<file path="src/logic/alu_defs.svh">
// ~~~~~~~~~~~~~~~~~~~~
// execute stage constants
// data and opcode widths, bit positions in the flag byte
// ~~~~~~~~~~~~~~~~~~~~

`ifndef ALU_DEFS_SVH
`define ALU_DEFS_SVH

`define ALU_DW  32  // operand and result width
`define ALU_OPW 5   // opcode width

// flag byte layout, bits 5 and 3 read as zero
`define FLAG_S 7
`define FLAG_Z 6
`define FLAG_H 4
`define FLAG_V 2
`define FLAG_N 1
`define FLAG_C 0

`endif
</file>
<file path="src/logic/alu_pkg.sv">
// ~~~~~~~~~~~~~~~~~~~~
// execute stage types
// operand, size, opcode and flag types plus size helpers
// ~~~~~~~~~~~~~~~~~~~~

`include "alu_defs.svh"

package alu_pkg;

    typedef logic [`ALU_DW-1:0] word_t;
    typedef logic [7:0]         flags_t;
    typedef logic [3:0]         bitpos_t;   // bit index for BIT

    typedef enum logic [1:0] {
        SZ_BYTE,
        SZ_WORD,
        SZ_LONG
    } size_t;

    typedef enum logic [`ALU_OPW-1:0] {
        OP_MOVE, OP_ADD,  OP_ADC,  OP_INC,
        OP_SUB,  OP_SBC,  OP_CP,   OP_DEC,
        OP_NEG,  OP_DJNZ, OP_AND,  OP_OR,
        OP_XOR,  OP_CPL,  OP_BIT,  OP_BS1F,
        OP_BS1B, OP_MIRR, OP_EXTS, OP_EXTZ,
        OP_CCF
    } alu_op_t;

    // top bit of a value at the operand size
    function automatic logic sign_at(input size_t sz, input word_t w);
        case (sz)
            SZ_BYTE: return w[7];
            SZ_WORD: return w[15];
            default: return w[31];
        endcase
    endfunction

    // zero test limited to the operand size
    function automatic logic zero_at(input size_t sz, input word_t w);
        case (sz)
            SZ_BYTE: return w[7:0] == 8'd0;
            SZ_WORD: return w[15:0] == 16'd0;
            default: return w == '0;
        endcase
    endfunction

endpackage

</file>
<file path="src/logic/alu_result_if.sv">
// ~~~~~~~~~~~~~~~~~~~~
// unit result bundle
// one unit's proposed result and flag update for the merge block
// ~~~~~~~~~~~~~~~~~~~~

`timescale 1ns/1ps

interface alu_result_if;
    import alu_pkg::*;

    logic   hit;        // opcode claimed by this unit
    word_t  result;
    logic   wr_result;
    flags_t nx_flags;
    flags_t flag_mask;  // set bits update
    logic   nx_djnz;
    logic   djnz_we;

    modport unit (
        output hit, result, wr_result, nx_flags, flag_mask, nx_djnz, djnz_we
    );

    modport merge (
        input hit, result, wr_result, nx_flags, flag_mask, nx_djnz, djnz_we
    );

endinterface

</file>
<file path="src/logic/alu_exec_top.sv">
// ~~~~~~~~~~~~~~~~~~~~
// execute stage top
// arithmetic and logic units side by side, one merge register stage
// ~~~~~~~~~~~~~~~~~~~~

`timescale 1ns/1ps

module alu_exec_top (
    input  logic             clk,
    input  logic             rst,
    input  logic             issue,
    input  alu_pkg::alu_op_t op,
    input  alu_pkg::size_t   size,
    input  alu_pkg::word_t   op0,      // destination
    input  alu_pkg::word_t   op1,      // source
    input  alu_pkg::word_t   imm,
    input  logic             sel_imm,
    output alu_pkg::word_t   dout,
    output alu_pkg::flags_t  flags,
    output logic             djnz,
    output logic             done,
    output alu_pkg::size_t   size_q
);

    logic carry;    // registered C flag

    alu_result_if ar_if ();
    alu_result_if lg_if ();

    alu_arith_unit u_arith (
        .size     (size),
        .op       (op),
        .op0      (op0),
        .op1      (op1),
        .imm      (imm),
        .sel_imm  (sel_imm),
        .carry_in (carry),
        .res      (ar_if.unit)
    );

    alu_logic_unit u_logic (
        .size     (size),
        .op       (op),
        .op0      (op0),
        .op1      (op1),
        .imm      (imm),
        .sel_imm  (sel_imm),
        .carry_in (carry),
        .res      (lg_if.unit)
    );

    alu_flag_merge u_merge (
        .clk    (clk),
        .rst    (rst),
        .issue  (issue),
        .size   (size),
        .ar     (ar_if.merge),
        .lg     (lg_if.merge),
        .dout   (dout),
        .flags  (flags),
        .carry  (carry),
        .djnz   (djnz),
        .done   (done),
        .size_q (size_q)
    );

endmodule

</file>
<file path="src/logic/alu_flag_merge.sv">
// ~~~~~~~~~~~~~~~~~~~~
// result and flag merge
// picks the claiming unit, registers result, flags and loop flag,
// pulses done one cycle after issue
// ~~~~~~~~~~~~~~~~~~~~

`timescale 1ns/1ps
`include "alu_defs.svh"

module alu_flag_merge (
    input  logic            clk,
    input  logic            rst,
    input  logic            issue,
    input  alu_pkg::size_t  size,
    alu_result_if.merge     ar,
    alu_result_if.merge     lg,
    output alu_pkg::word_t  dout,
    output alu_pkg::flags_t flags,
    output logic            carry,
    output logic            djnz,
    output logic            done,
    output alu_pkg::size_t  size_q
);
    import alu_pkg::*;

    // bits 5 and 3 never get written
    localparam flags_t FLAG_LIVE = 8'((1 << `FLAG_S) | (1 << `FLAG_Z) | (1 << `FLAG_H) |
                                      (1 << `FLAG_V) | (1 << `FLAG_N) | (1 << `FLAG_C));

    word_t  sel_result;
    logic   sel_wr, sel_djnz, sel_djnz_we;
    flags_t sel_flags, sel_mask;

    always_comb begin
        sel_result  = '0;
        sel_wr      = 1'b0;
        sel_flags   = '0;
        sel_mask    = '0;
        sel_djnz    = 1'b0;
        sel_djnz_we = 1'b0;
        if (ar.hit) begin
            sel_result  = ar.result;
            sel_wr      = ar.wr_result;
            sel_flags   = ar.nx_flags;
            sel_mask    = ar.flag_mask & FLAG_LIVE;
            sel_djnz    = ar.nx_djnz;
            sel_djnz_we = ar.djnz_we;
        end else if (lg.hit) begin
            sel_result  = lg.result;
            sel_wr      = lg.wr_result;
            sel_flags   = lg.nx_flags;
            sel_mask    = lg.flag_mask & FLAG_LIVE;
            sel_djnz    = lg.nx_djnz;
            sel_djnz_we = lg.djnz_we;
        end
        // unclaimed opcode leaves everything as is
    end

    always_ff @(posedge clk or posedge rst) begin
        if (rst) begin
            dout   <= '0;
            flags  <= '0;
            djnz   <= 1'b0;
            done   <= 1'b0;
            size_q <= SZ_BYTE;
        end else begin
            done <= issue;  // one cycle after issue
            if (issue) begin
                size_q <= size;
                if (sel_wr) begin
                    dout <= sel_result;
                end
                flags <= (flags & ~sel_mask) | (sel_flags & sel_mask);
                if (sel_djnz_we) begin
                    djnz <= sel_djnz;
                end
            end
        end
    end

    // registered carry back to both units for ADC, SBC and CCF
    assign carry = flags[`FLAG_C];

endmodule

</file>
<file path="src/logic/alu_logic_unit.sv">
// ~~~~~~~~~~~~~~~~~~~~
// logic unit
// bitwise ops, move, bit test and search, mirror, extend, CCF
// ~~~~~~~~~~~~~~~~~~~~

`timescale 1ns/1ps
`include "alu_defs.svh"

module alu_logic_unit (
    input  alu_pkg::size_t   size,
    input  alu_pkg::alu_op_t op,
    input  alu_pkg::word_t   op0,
    input  alu_pkg::word_t   op1,
    input  alu_pkg::word_t   imm,
    input  logic             sel_imm,
    input  logic             carry_in,
    alu_result_if.unit       res
);
    import alu_pkg::*;

    localparam flags_t M_BOOL = 8'((1 << `FLAG_S) | (1 << `FLAG_Z) | (1 << `FLAG_H) |
                                   (1 << `FLAG_V) | (1 << `FLAG_N) | (1 << `FLAG_C));

    word_t   src, r;
    bitpos_t bit_idx;
    logic    hit, wr, hw_zero, parity_even;
    flags_t  nf, mask;

    // index of lowest set bit, 0 when none
    function automatic logic [3:0] find_low(input logic [15:0] v);
        logic [3:0] idx;
        idx = '0;
        for (int i = 15; i >= 0; i--) begin
            if (v[i]) idx = 4'(i);
        end
        return idx;
    endfunction

    // index of highest set bit, 0 when none
    function automatic logic [3:0] find_high(input logic [15:0] v);
        logic [3:0] idx;
        idx = '0;
        for (int i = 0; i < 16; i++) begin
            if (v[i]) idx = 4'(i);
        end
        return idx;
    endfunction

    function automatic logic [15:0] mirror16(input logic [15:0] v);
        logic [15:0] m;
        for (int i = 0; i < 16; i++) begin
            m[i] = v[15-i];
        end
        return m;
    endfunction

    assign src     = sel_imm ? imm : op1;
    assign bit_idx = imm[3:0];
    assign hw_zero = op1[15:0] == 16'd0;

    always_comb begin
        hit = 1'b1;
        wr  = 1'b1;
        r   = src;
        case (op)
            OP_MOVE: r = src;
            OP_AND:  r = op0 & src;
            OP_OR:   r = op0 | src;
            OP_XOR:  r = op0 ^ src;
            OP_CPL:  r = ~src;
            OP_BS1F: r = word_t'(find_low(op1[15:0]));
            OP_BS1B: r = word_t'(find_high(op1[15:0]));
            OP_MIRR: r = {16'd0, mirror16(op0[15:0])};
            OP_EXTS: r = (size == SZ_WORD) ? {16'd0, {8{op0[7]}}, op0[7:0]}
                                           : {{16{op0[15]}}, op0[15:0]};
            OP_EXTZ: r = (size == SZ_WORD) ? {24'd0, op0[7:0]} : {16'd0, op0[15:0]};
            OP_BIT, OP_CCF: wr = 1'b0;      // flags only
            default: begin
                hit = 1'b0;
                wr  = 1'b0;
            end
        endcase
    end

    // even parity over low byte or low half-word
    assign parity_even = (size == SZ_BYTE) ? ~^r[7:0] : ~^r[15:0];

    always_comb begin
        nf   = '0;
        mask = '0;
        case (op)
            OP_AND, OP_OR, OP_XOR: begin
                nf[`FLAG_S] = sign_at(size, r);
                nf[`FLAG_Z] = zero_at(size, r);
                nf[`FLAG_H] = (op == OP_AND);
                nf[`FLAG_V] = parity_even;
                mask        = M_BOOL;   // N and C cleared
            end
            OP_CPL: begin
                nf[`FLAG_H] = 1'b1;
                nf[`FLAG_N] = 1'b1;
                mask        = 8'((1 << `FLAG_H) | (1 << `FLAG_N));
            end
            OP_BIT: begin
                nf[`FLAG_Z] = ~op1[bit_idx];
                nf[`FLAG_H] = 1'b1;
                mask        = 8'((1 << `FLAG_Z) | (1 << `FLAG_H) | (1 << `FLAG_N));
            end
            OP_BS1F, OP_BS1B: begin
                nf[`FLAG_V] = hw_zero;  // nothing found
                mask        = 8'(1 << `FLAG_V);
            end
            OP_CCF: begin
                nf[`FLAG_C] = ~carry_in;
                mask        = 8'((1 << `FLAG_C) | (1 << `FLAG_N));
            end
            default: ;
        endcase
    end

    assign res.hit       = hit;
    assign res.result    = r;
    assign res.wr_result = wr;
    assign res.nx_flags  = nf;
    assign res.flag_mask = mask;
    assign res.nx_djnz   = 1'b0;
    assign res.djnz_we   = 1'b0;

endmodule

</file>
<file path="src/logic/alu_arith_unit.sv">
// ~~~~~~~~~~~~~~~~~~~~
// arithmetic unit
// add/subtract with nibble, byte and word carries, compare,
// inc/dec, negate and the DJNZ count-down
// ~~~~~~~~~~~~~~~~~~~~

`timescale 1ns/1ps
`include "alu_defs.svh"

module alu_arith_unit (
    input  alu_pkg::size_t   size,
    input  alu_pkg::alu_op_t op,
    input  alu_pkg::word_t   op0,
    input  alu_pkg::word_t   op1,
    input  alu_pkg::word_t   imm,
    input  logic             sel_imm,
    input  logic             carry_in,
    alu_result_if.unit       res
);
    import alu_pkg::*;

    localparam flags_t M_ALL = 8'((1 << `FLAG_S) | (1 << `FLAG_Z) | (1 << `FLAG_H) |
                                  (1 << `FLAG_V) | (1 << `FLAG_N) | (1 << `FLAG_C));
    localparam flags_t M_INC = M_ALL & ~8'(1 << `FLAG_C);  // inc/dec keep C

    word_t  src, a, b, b_eff, sum, dj_res;
    logic   hit, wr, sub, cuse, neg, djnz_op;
    logic   c0, c4, c8, c16, c32, c_top;
    logic   a_s, b_s, r_s, dj_zero;
    flags_t nf, mask;

    assign src = sel_imm ? imm : op1;

    always_comb begin
        hit     = 1'b1;
        wr      = 1'b1;
        sub     = 1'b0;
        cuse    = 1'b0;
        neg     = 1'b0;
        djnz_op = 1'b0;
        mask    = M_ALL;
        case (op)
            OP_ADD: ;
            OP_ADC: cuse = 1'b1;
            OP_INC: mask = (size == SZ_BYTE) ? M_INC : '0;
            OP_SUB: sub = 1'b1;
            OP_SBC: begin
                sub  = 1'b1;
                cuse = 1'b1;
            end
            OP_CP: begin
                sub = 1'b1;
                wr  = 1'b0;     // flags only
            end
            OP_DEC: begin
                sub  = 1'b1;
                mask = (size == SZ_BYTE) ? M_INC : '0;
            end
            OP_NEG: begin
                sub = 1'b1;
                neg = 1'b1;
            end
            OP_DJNZ: begin
                sub     = 1'b1;
                djnz_op = 1'b1;
                mask    = '0;
            end
            default: begin
                hit  = 1'b0;
                wr   = 1'b0;
                mask = '0;
            end
        endcase
    end

    // subtraction runs as a + ~b + 1, borrow is the inverted carry
    assign a     = neg ? '0 : op0;
    assign b     = djnz_op ? word_t'(1) : (neg ? op0 : src);
    assign b_eff = sub ? ~b : b;
    assign c0    = sub ^ (cuse & carry_in);

    always_comb begin
        {c4,  sum[3:0]}   = {1'b0, a[3:0]}   + {1'b0, b_eff[3:0]}   + {4'd0, c0};
        {c8,  sum[7:4]}   = {1'b0, a[7:4]}   + {1'b0, b_eff[7:4]}   + {4'd0, c4};
        {c16, sum[15:8]}  = {1'b0, a[15:8]}  + {1'b0, b_eff[15:8]}  + {8'd0, c8};
        {c32, sum[31:16]} = {1'b0, a[31:16]} + {1'b0, b_eff[31:16]} + {16'd0, c16};
    end

    always_comb begin
        case (size)
            SZ_BYTE: c_top = c8;
            SZ_WORD: c_top = c16;
            default: c_top = c32;
        endcase
    end

    assign a_s = sign_at(size, a);
    assign b_s = sign_at(size, b_eff);
    assign r_s = sign_at(size, sum);

    always_comb begin
        nf          = '0;
        nf[`FLAG_S] = r_s;
        nf[`FLAG_Z] = zero_at(size, sum);
        nf[`FLAG_H] = c4 ^ sub;
        nf[`FLAG_V] = (a_s == b_s) && (r_s != a_s);   // signed overflow
        nf[`FLAG_N] = sub;
        nf[`FLAG_C] = c_top ^ sub;
    end

    // count-down is 16 bits at word size, 8 bits otherwise
    assign dj_res  = (size == SZ_WORD) ? {op0[31:16], sum[15:0]} : {op0[31:8], sum[7:0]};
    assign dj_zero = (size == SZ_WORD) ? (sum[15:0] == 16'd0) : (sum[7:0] == 8'd0);

    assign res.hit       = hit;
    assign res.result    = djnz_op ? dj_res : sum;
    assign res.wr_result = wr;
    assign res.nx_flags  = nf;
    assign res.flag_mask = mask;
    assign res.nx_djnz   = dj_zero;
    assign res.djnz_we   = djnz_op;

endmodule

</file>
<file path="config.mk">
export PLATFORM = sky130hd
export DESIGN_NAME = alu_exec_top
export DESIGN_NICKNAME = d
export VERILOG_FILES = /design/src/logic/alu_pkg.sv /design/src/logic/alu_result_if.sv /design/src/logic/alu_exec_top.sv /design/src/logic/alu_flag_merge.sv /design/src/logic/alu_logic_unit.sv /design/src/logic/alu_arith_unit.sv
export VERILOG_INCLUDE_DIRS = /design/src /design/src/logic
export SDC_FILE = /design/constraint.sdc
export NUM_CORES = 1
export LEC_CHECK = 0
export BUFFER_PORTS_ARGS = -buffer_cell sky130_fd_sc_hd__buf_4
export CORE_ASPECT_RATIO = 0.6
export CORE_UTILIZATION = 64
export DETAILED_ROUTE_END_ITERATION = 8
export PLACE_DENSITY = 0.89
export SLEW_MARGIN = 20
export SYNTH_ARGS = -nofsm -noshare
export SYNTH_HDL_FRONTEND = slang
export SYNTH_HIERARCHICAL = 1
export SYNTH_SLANG_ARGS = --single-unit
</file>
<file path="constraint.sdc">
create_clock -name clk -period 11.2 [get_ports clk]
set_input_delay 1.68 -clock clk [delete_from_list [all_inputs] [get_ports clk]]
set_output_delay 1.68 -clock clk [all_outputs]
set_load 0.02 [all_outputs]
</file>
; ---- Yosys cells after proc, flatten, opt, wreduce, memory -nomap -nowiden
; Cells that the tools add are included.
[totals]
elab_cells = 156
out_inout_bits = 44
register_bits = 44
in_bits = 107
[classes]
n_reduce_logical = 25
mux = 79
eq_ne = 23
n_lt_le_gt_ge = 1
addsub = 8
bitwise = 15
[ops]
columns = cell, n
row1 = 32-bit 2-to-1 mux, 9
row2 = 32-bit one-hot mux with 9 select lines, 1
row3 = 4-bit 2-to-1 mux, 24
row4 = 32-bit zero test, 2
row5 = 32-bit inverter, 2
row6 = 16-bit zero test, 3
row7 = 5-bit by 4-bit == test with 1-bit output (second input constant), 8
row8 = 8-bit 2-to-1 mux, 5
row9 = 8-bit one-hot mux with 5 select lines, 1
row10 = 32-bit AND, 1
row11 = 16-bit 2-to-1 mux, 2
row12 = 32-bit bitwise OR, 1
row13 = 32-bit bitwise XOR, 1
row14 = 5-bit == test (second input constant), 5
row15 = 5-bit by 3-bit == test with 1-bit output (second input constant), 4
row16 = 1-bit one-hot mux with 2 select lines, 10
row17 = 1-bit 2-to-1 mux, 19
row18 = 16-bit by 16-bit adder with 17-bit output, 1
row19 = 17-bit by 1-bit adder with 17-bit output, 1
row20 = 8-bit AND, 2
row21 = 8-bit zero test, 2
row22 = 8-bit one-hot mux with 2 select lines, 1
row23 = 16-bit XNOR reduction, 1
row24 = 3-bit 2-to-1 mux, 4
row25 = other kinds (29), 41

; ---- Longest topological paths before layout
[depth]
depth_word = 24
depth_mapped = 38
ltp_nobuf = 37

; ---- By module
; The synthesis kept the hierarchy.
[modules_own_cells]
columns = module, cells_per_inst, area_each_um2, seq_area_each_um2, n_inst
row1 = alu_logic_unit, 528, 3771.1, 0.0, 1
row2 = alu_arith_unit, 501, 3417.0, 0.0, 1
row3 = alu_flag_merge, 157, 2183.3, 1051.0, 1

; ---- Worst setup path after synthesis
; Ideal clock, no wire load.
[synth_path]
path_kind = input -> register
start = input port sel_imm
end = register (tool-made name)
setup_slack_ns = 2.455
path_buffers = 3
required_ns = 11.135
stages = 38
setup_ns = 0.065
t_arrival_ns = 8.680
cell_sequence = buf_2 -> buf_2 -> buf_1 -> mux2i_1 -> a21oi_1 -> xor2_1 -> fa_1 -> inv_1 -> fa_1 -> inv_1 -> a21o_1 -> a21oi_1 -> fa_1 -> inv_1 -> fa_1 -> nand2_1 -> nand2_1 -> a21oi_1 -> (+2 left out) -> fa_1 -> and3_1 -> o21ai_1 -> a21oi_1 -> o21ai_0 -> nand2_1 -> fa_1 -> inv_1 -> fa_1 -> nor2b_1 -> o31a_1 -> o22a_1 -> xor2_1 -> a2111oi_0 -> nand4_1 -> o32ai_2 -> a22o_1 -> mux2_2
[synth_lines]
columns = element, line_no
row1 = "start, declared", alu_exec_top.sv:17  ; input logic sel_imm,

==> reports/metrics.cfg <==
[run_status]
outcome=complete, no violations

[layout]
final_area_mm2=0.0105
drive_above_1_share_pct=18.7
fin_util_pct=75.6
final_cell_mix=buf_4 (160), ha_1 (100), inv_1 (98)
final_common_cell=buf_4
nets=1475
n_antenna_cell=0
area_growth_pct=13.1

[synth]
synth_area_per_cell_um2=7.91
syn_inst=1177
synth.cell_area_mm2=0.00931
yosysWarnings=6

[routing]
firstDrtPassIters=8
postRouteAntennaNets=0
vias=9942
wl_um=33100
viasPerCell=6.84
route.detailed.drc=0
drt_iter0_drc=1669
wl_per_cell_um=22.8

[global_route]
antenna_found_initial=0
grt_pass1_vias=8679
grt_max_degree=63
grt_usage_pct=43.7
grt-ovfl-total=0
grt_pass1_wl_um=49700

[clocking]
clk_pin_slew_ns=0.06
root_buffer=clkbuf_16
cts-buffers-inserted=5
cts_htree_levels=2
numClockSinks=42
postCtsSetupBuffers=0
cts_resized=0
cts_tree=yes
cts_buffer_depth=2
clk_latency_ns=0.28
cts-hold-fix-buffers=0

[die]
die_area_mm2=0.0150
num_rows=33
start_util_pct=66.9
die_w_um=158
fp.dieH_um=95.4
io_pins=151
coreArea_mm2=0.0139

[timing]
rsz0062_at_grt=no
min_period_ns=9.43
fin_skew_ns=0.00316
fmax_mhz=106
worst_pin_slew_ns=1.23
relSlewSlack_pct=17.9
setup_violations=0
slew_viol_final=0
final.period_utilization_pct=84.2
fin_hold_ws_ns=0.508
hold_viol_final=0
setup_tns_ns=0

[power_and_ir_drop]
powerDensity_mw_per_mm2=114
ir_drop_uv=127
power_leakage_nw=5.15

[setup_path]
crit_fanout=32
critical_path_required_ns=11.42
arrival_ns=9.65
cp-start-kind=input port
worstSetupEndpointType=flop
crit_type=in2reg
slowest_delay_ns=0.75
crit_top_cell=fa_1
crit_slowest_cell=inv_1

[place]
port_buffers=148
dpl.hpwl_um=25600
gp_congestion=0.995
place_area_mm2=0.0104

[min_path]
hold_class=reg2reg

[job]
max-cap-violations=0

==> path summary, 6_finish.rpt <==
path	start	end	slack, ns	depth (start not counted)
max	op[0]	flop	1.77	36
min	u_merge/size_q[1]$_DFFE_PP0P_	u_merge/size_q[1]$_DFFE_PP0P_	0.51	1
max reg2reg	flop	flop	3.65	36
min reg2reg	u_merge/size_q[1]$_DFFE_PP0P_	u_merge/size_q[1]$_DFFE_PP0P_	0.51	1
max in group asynchronous	rst	u_merge/dout[19]$_DFFE_PP0P_	9.32	3
min in group asynchronous	rst	u_merge/dout[4]$_DFFE_PP0P_	1.53	3
==> metal layers <==
layer,vias up,GRT usage (%),routed length [um]
li1,4443,-,-
met1,4585,66.4,14000
met2,856,57.0,12100
met3,58,17.7,6590
met4,0,4.37,415
met5,-,0,0
==> report_power, final <==
group          switching [mW]  leakage (nW)  internal, mW  total (mW)
sequential             0.0352         0.547         0.202       0.237
clock                  0.0557        0.0771         0.105       0.161
combinational           0.449          4.52         0.350       0.799
total                   0.540          5.15         0.657        1.20
==> per-stage QoR <==
stage	total power, mW	instances	setup slack [ns]
CTS	1.17	1453	2.06
finish	1.20	1453	1.77
floorplan	0.746	1179	2.46
global route	1.26	1453	1.21
global placement	0.989	1445	2.04
detailed placement	1.00	1445	1.79
==> worst max-delay path, delay by kind of cell <==
| family | cells | cell delay, ns |
|---|---|---|
| compound gates | 11 | 2.65 |
| xor+xnor | 1 | 0.17 |
| fa+ha+maj | 8 | 2.57 |
| buf+inv | 7 | 1.31 |
| mux | 1 | 0.15 |
| simple gates | 8 | 1.10 |
==> area by class of cell <==
cell class | count | area, um^2
inverters | 99 | 372
repair buffers | 160 | 1200
well taps | 192 | 240
fillers | 1075 | 3390
clock inverters | 2 | 37.5
multi-input cells | 952 | 7500
flip-flops and latches | 42 | 1050
clock buffers | 6 | 129
(Power assumes the default switching activity.)
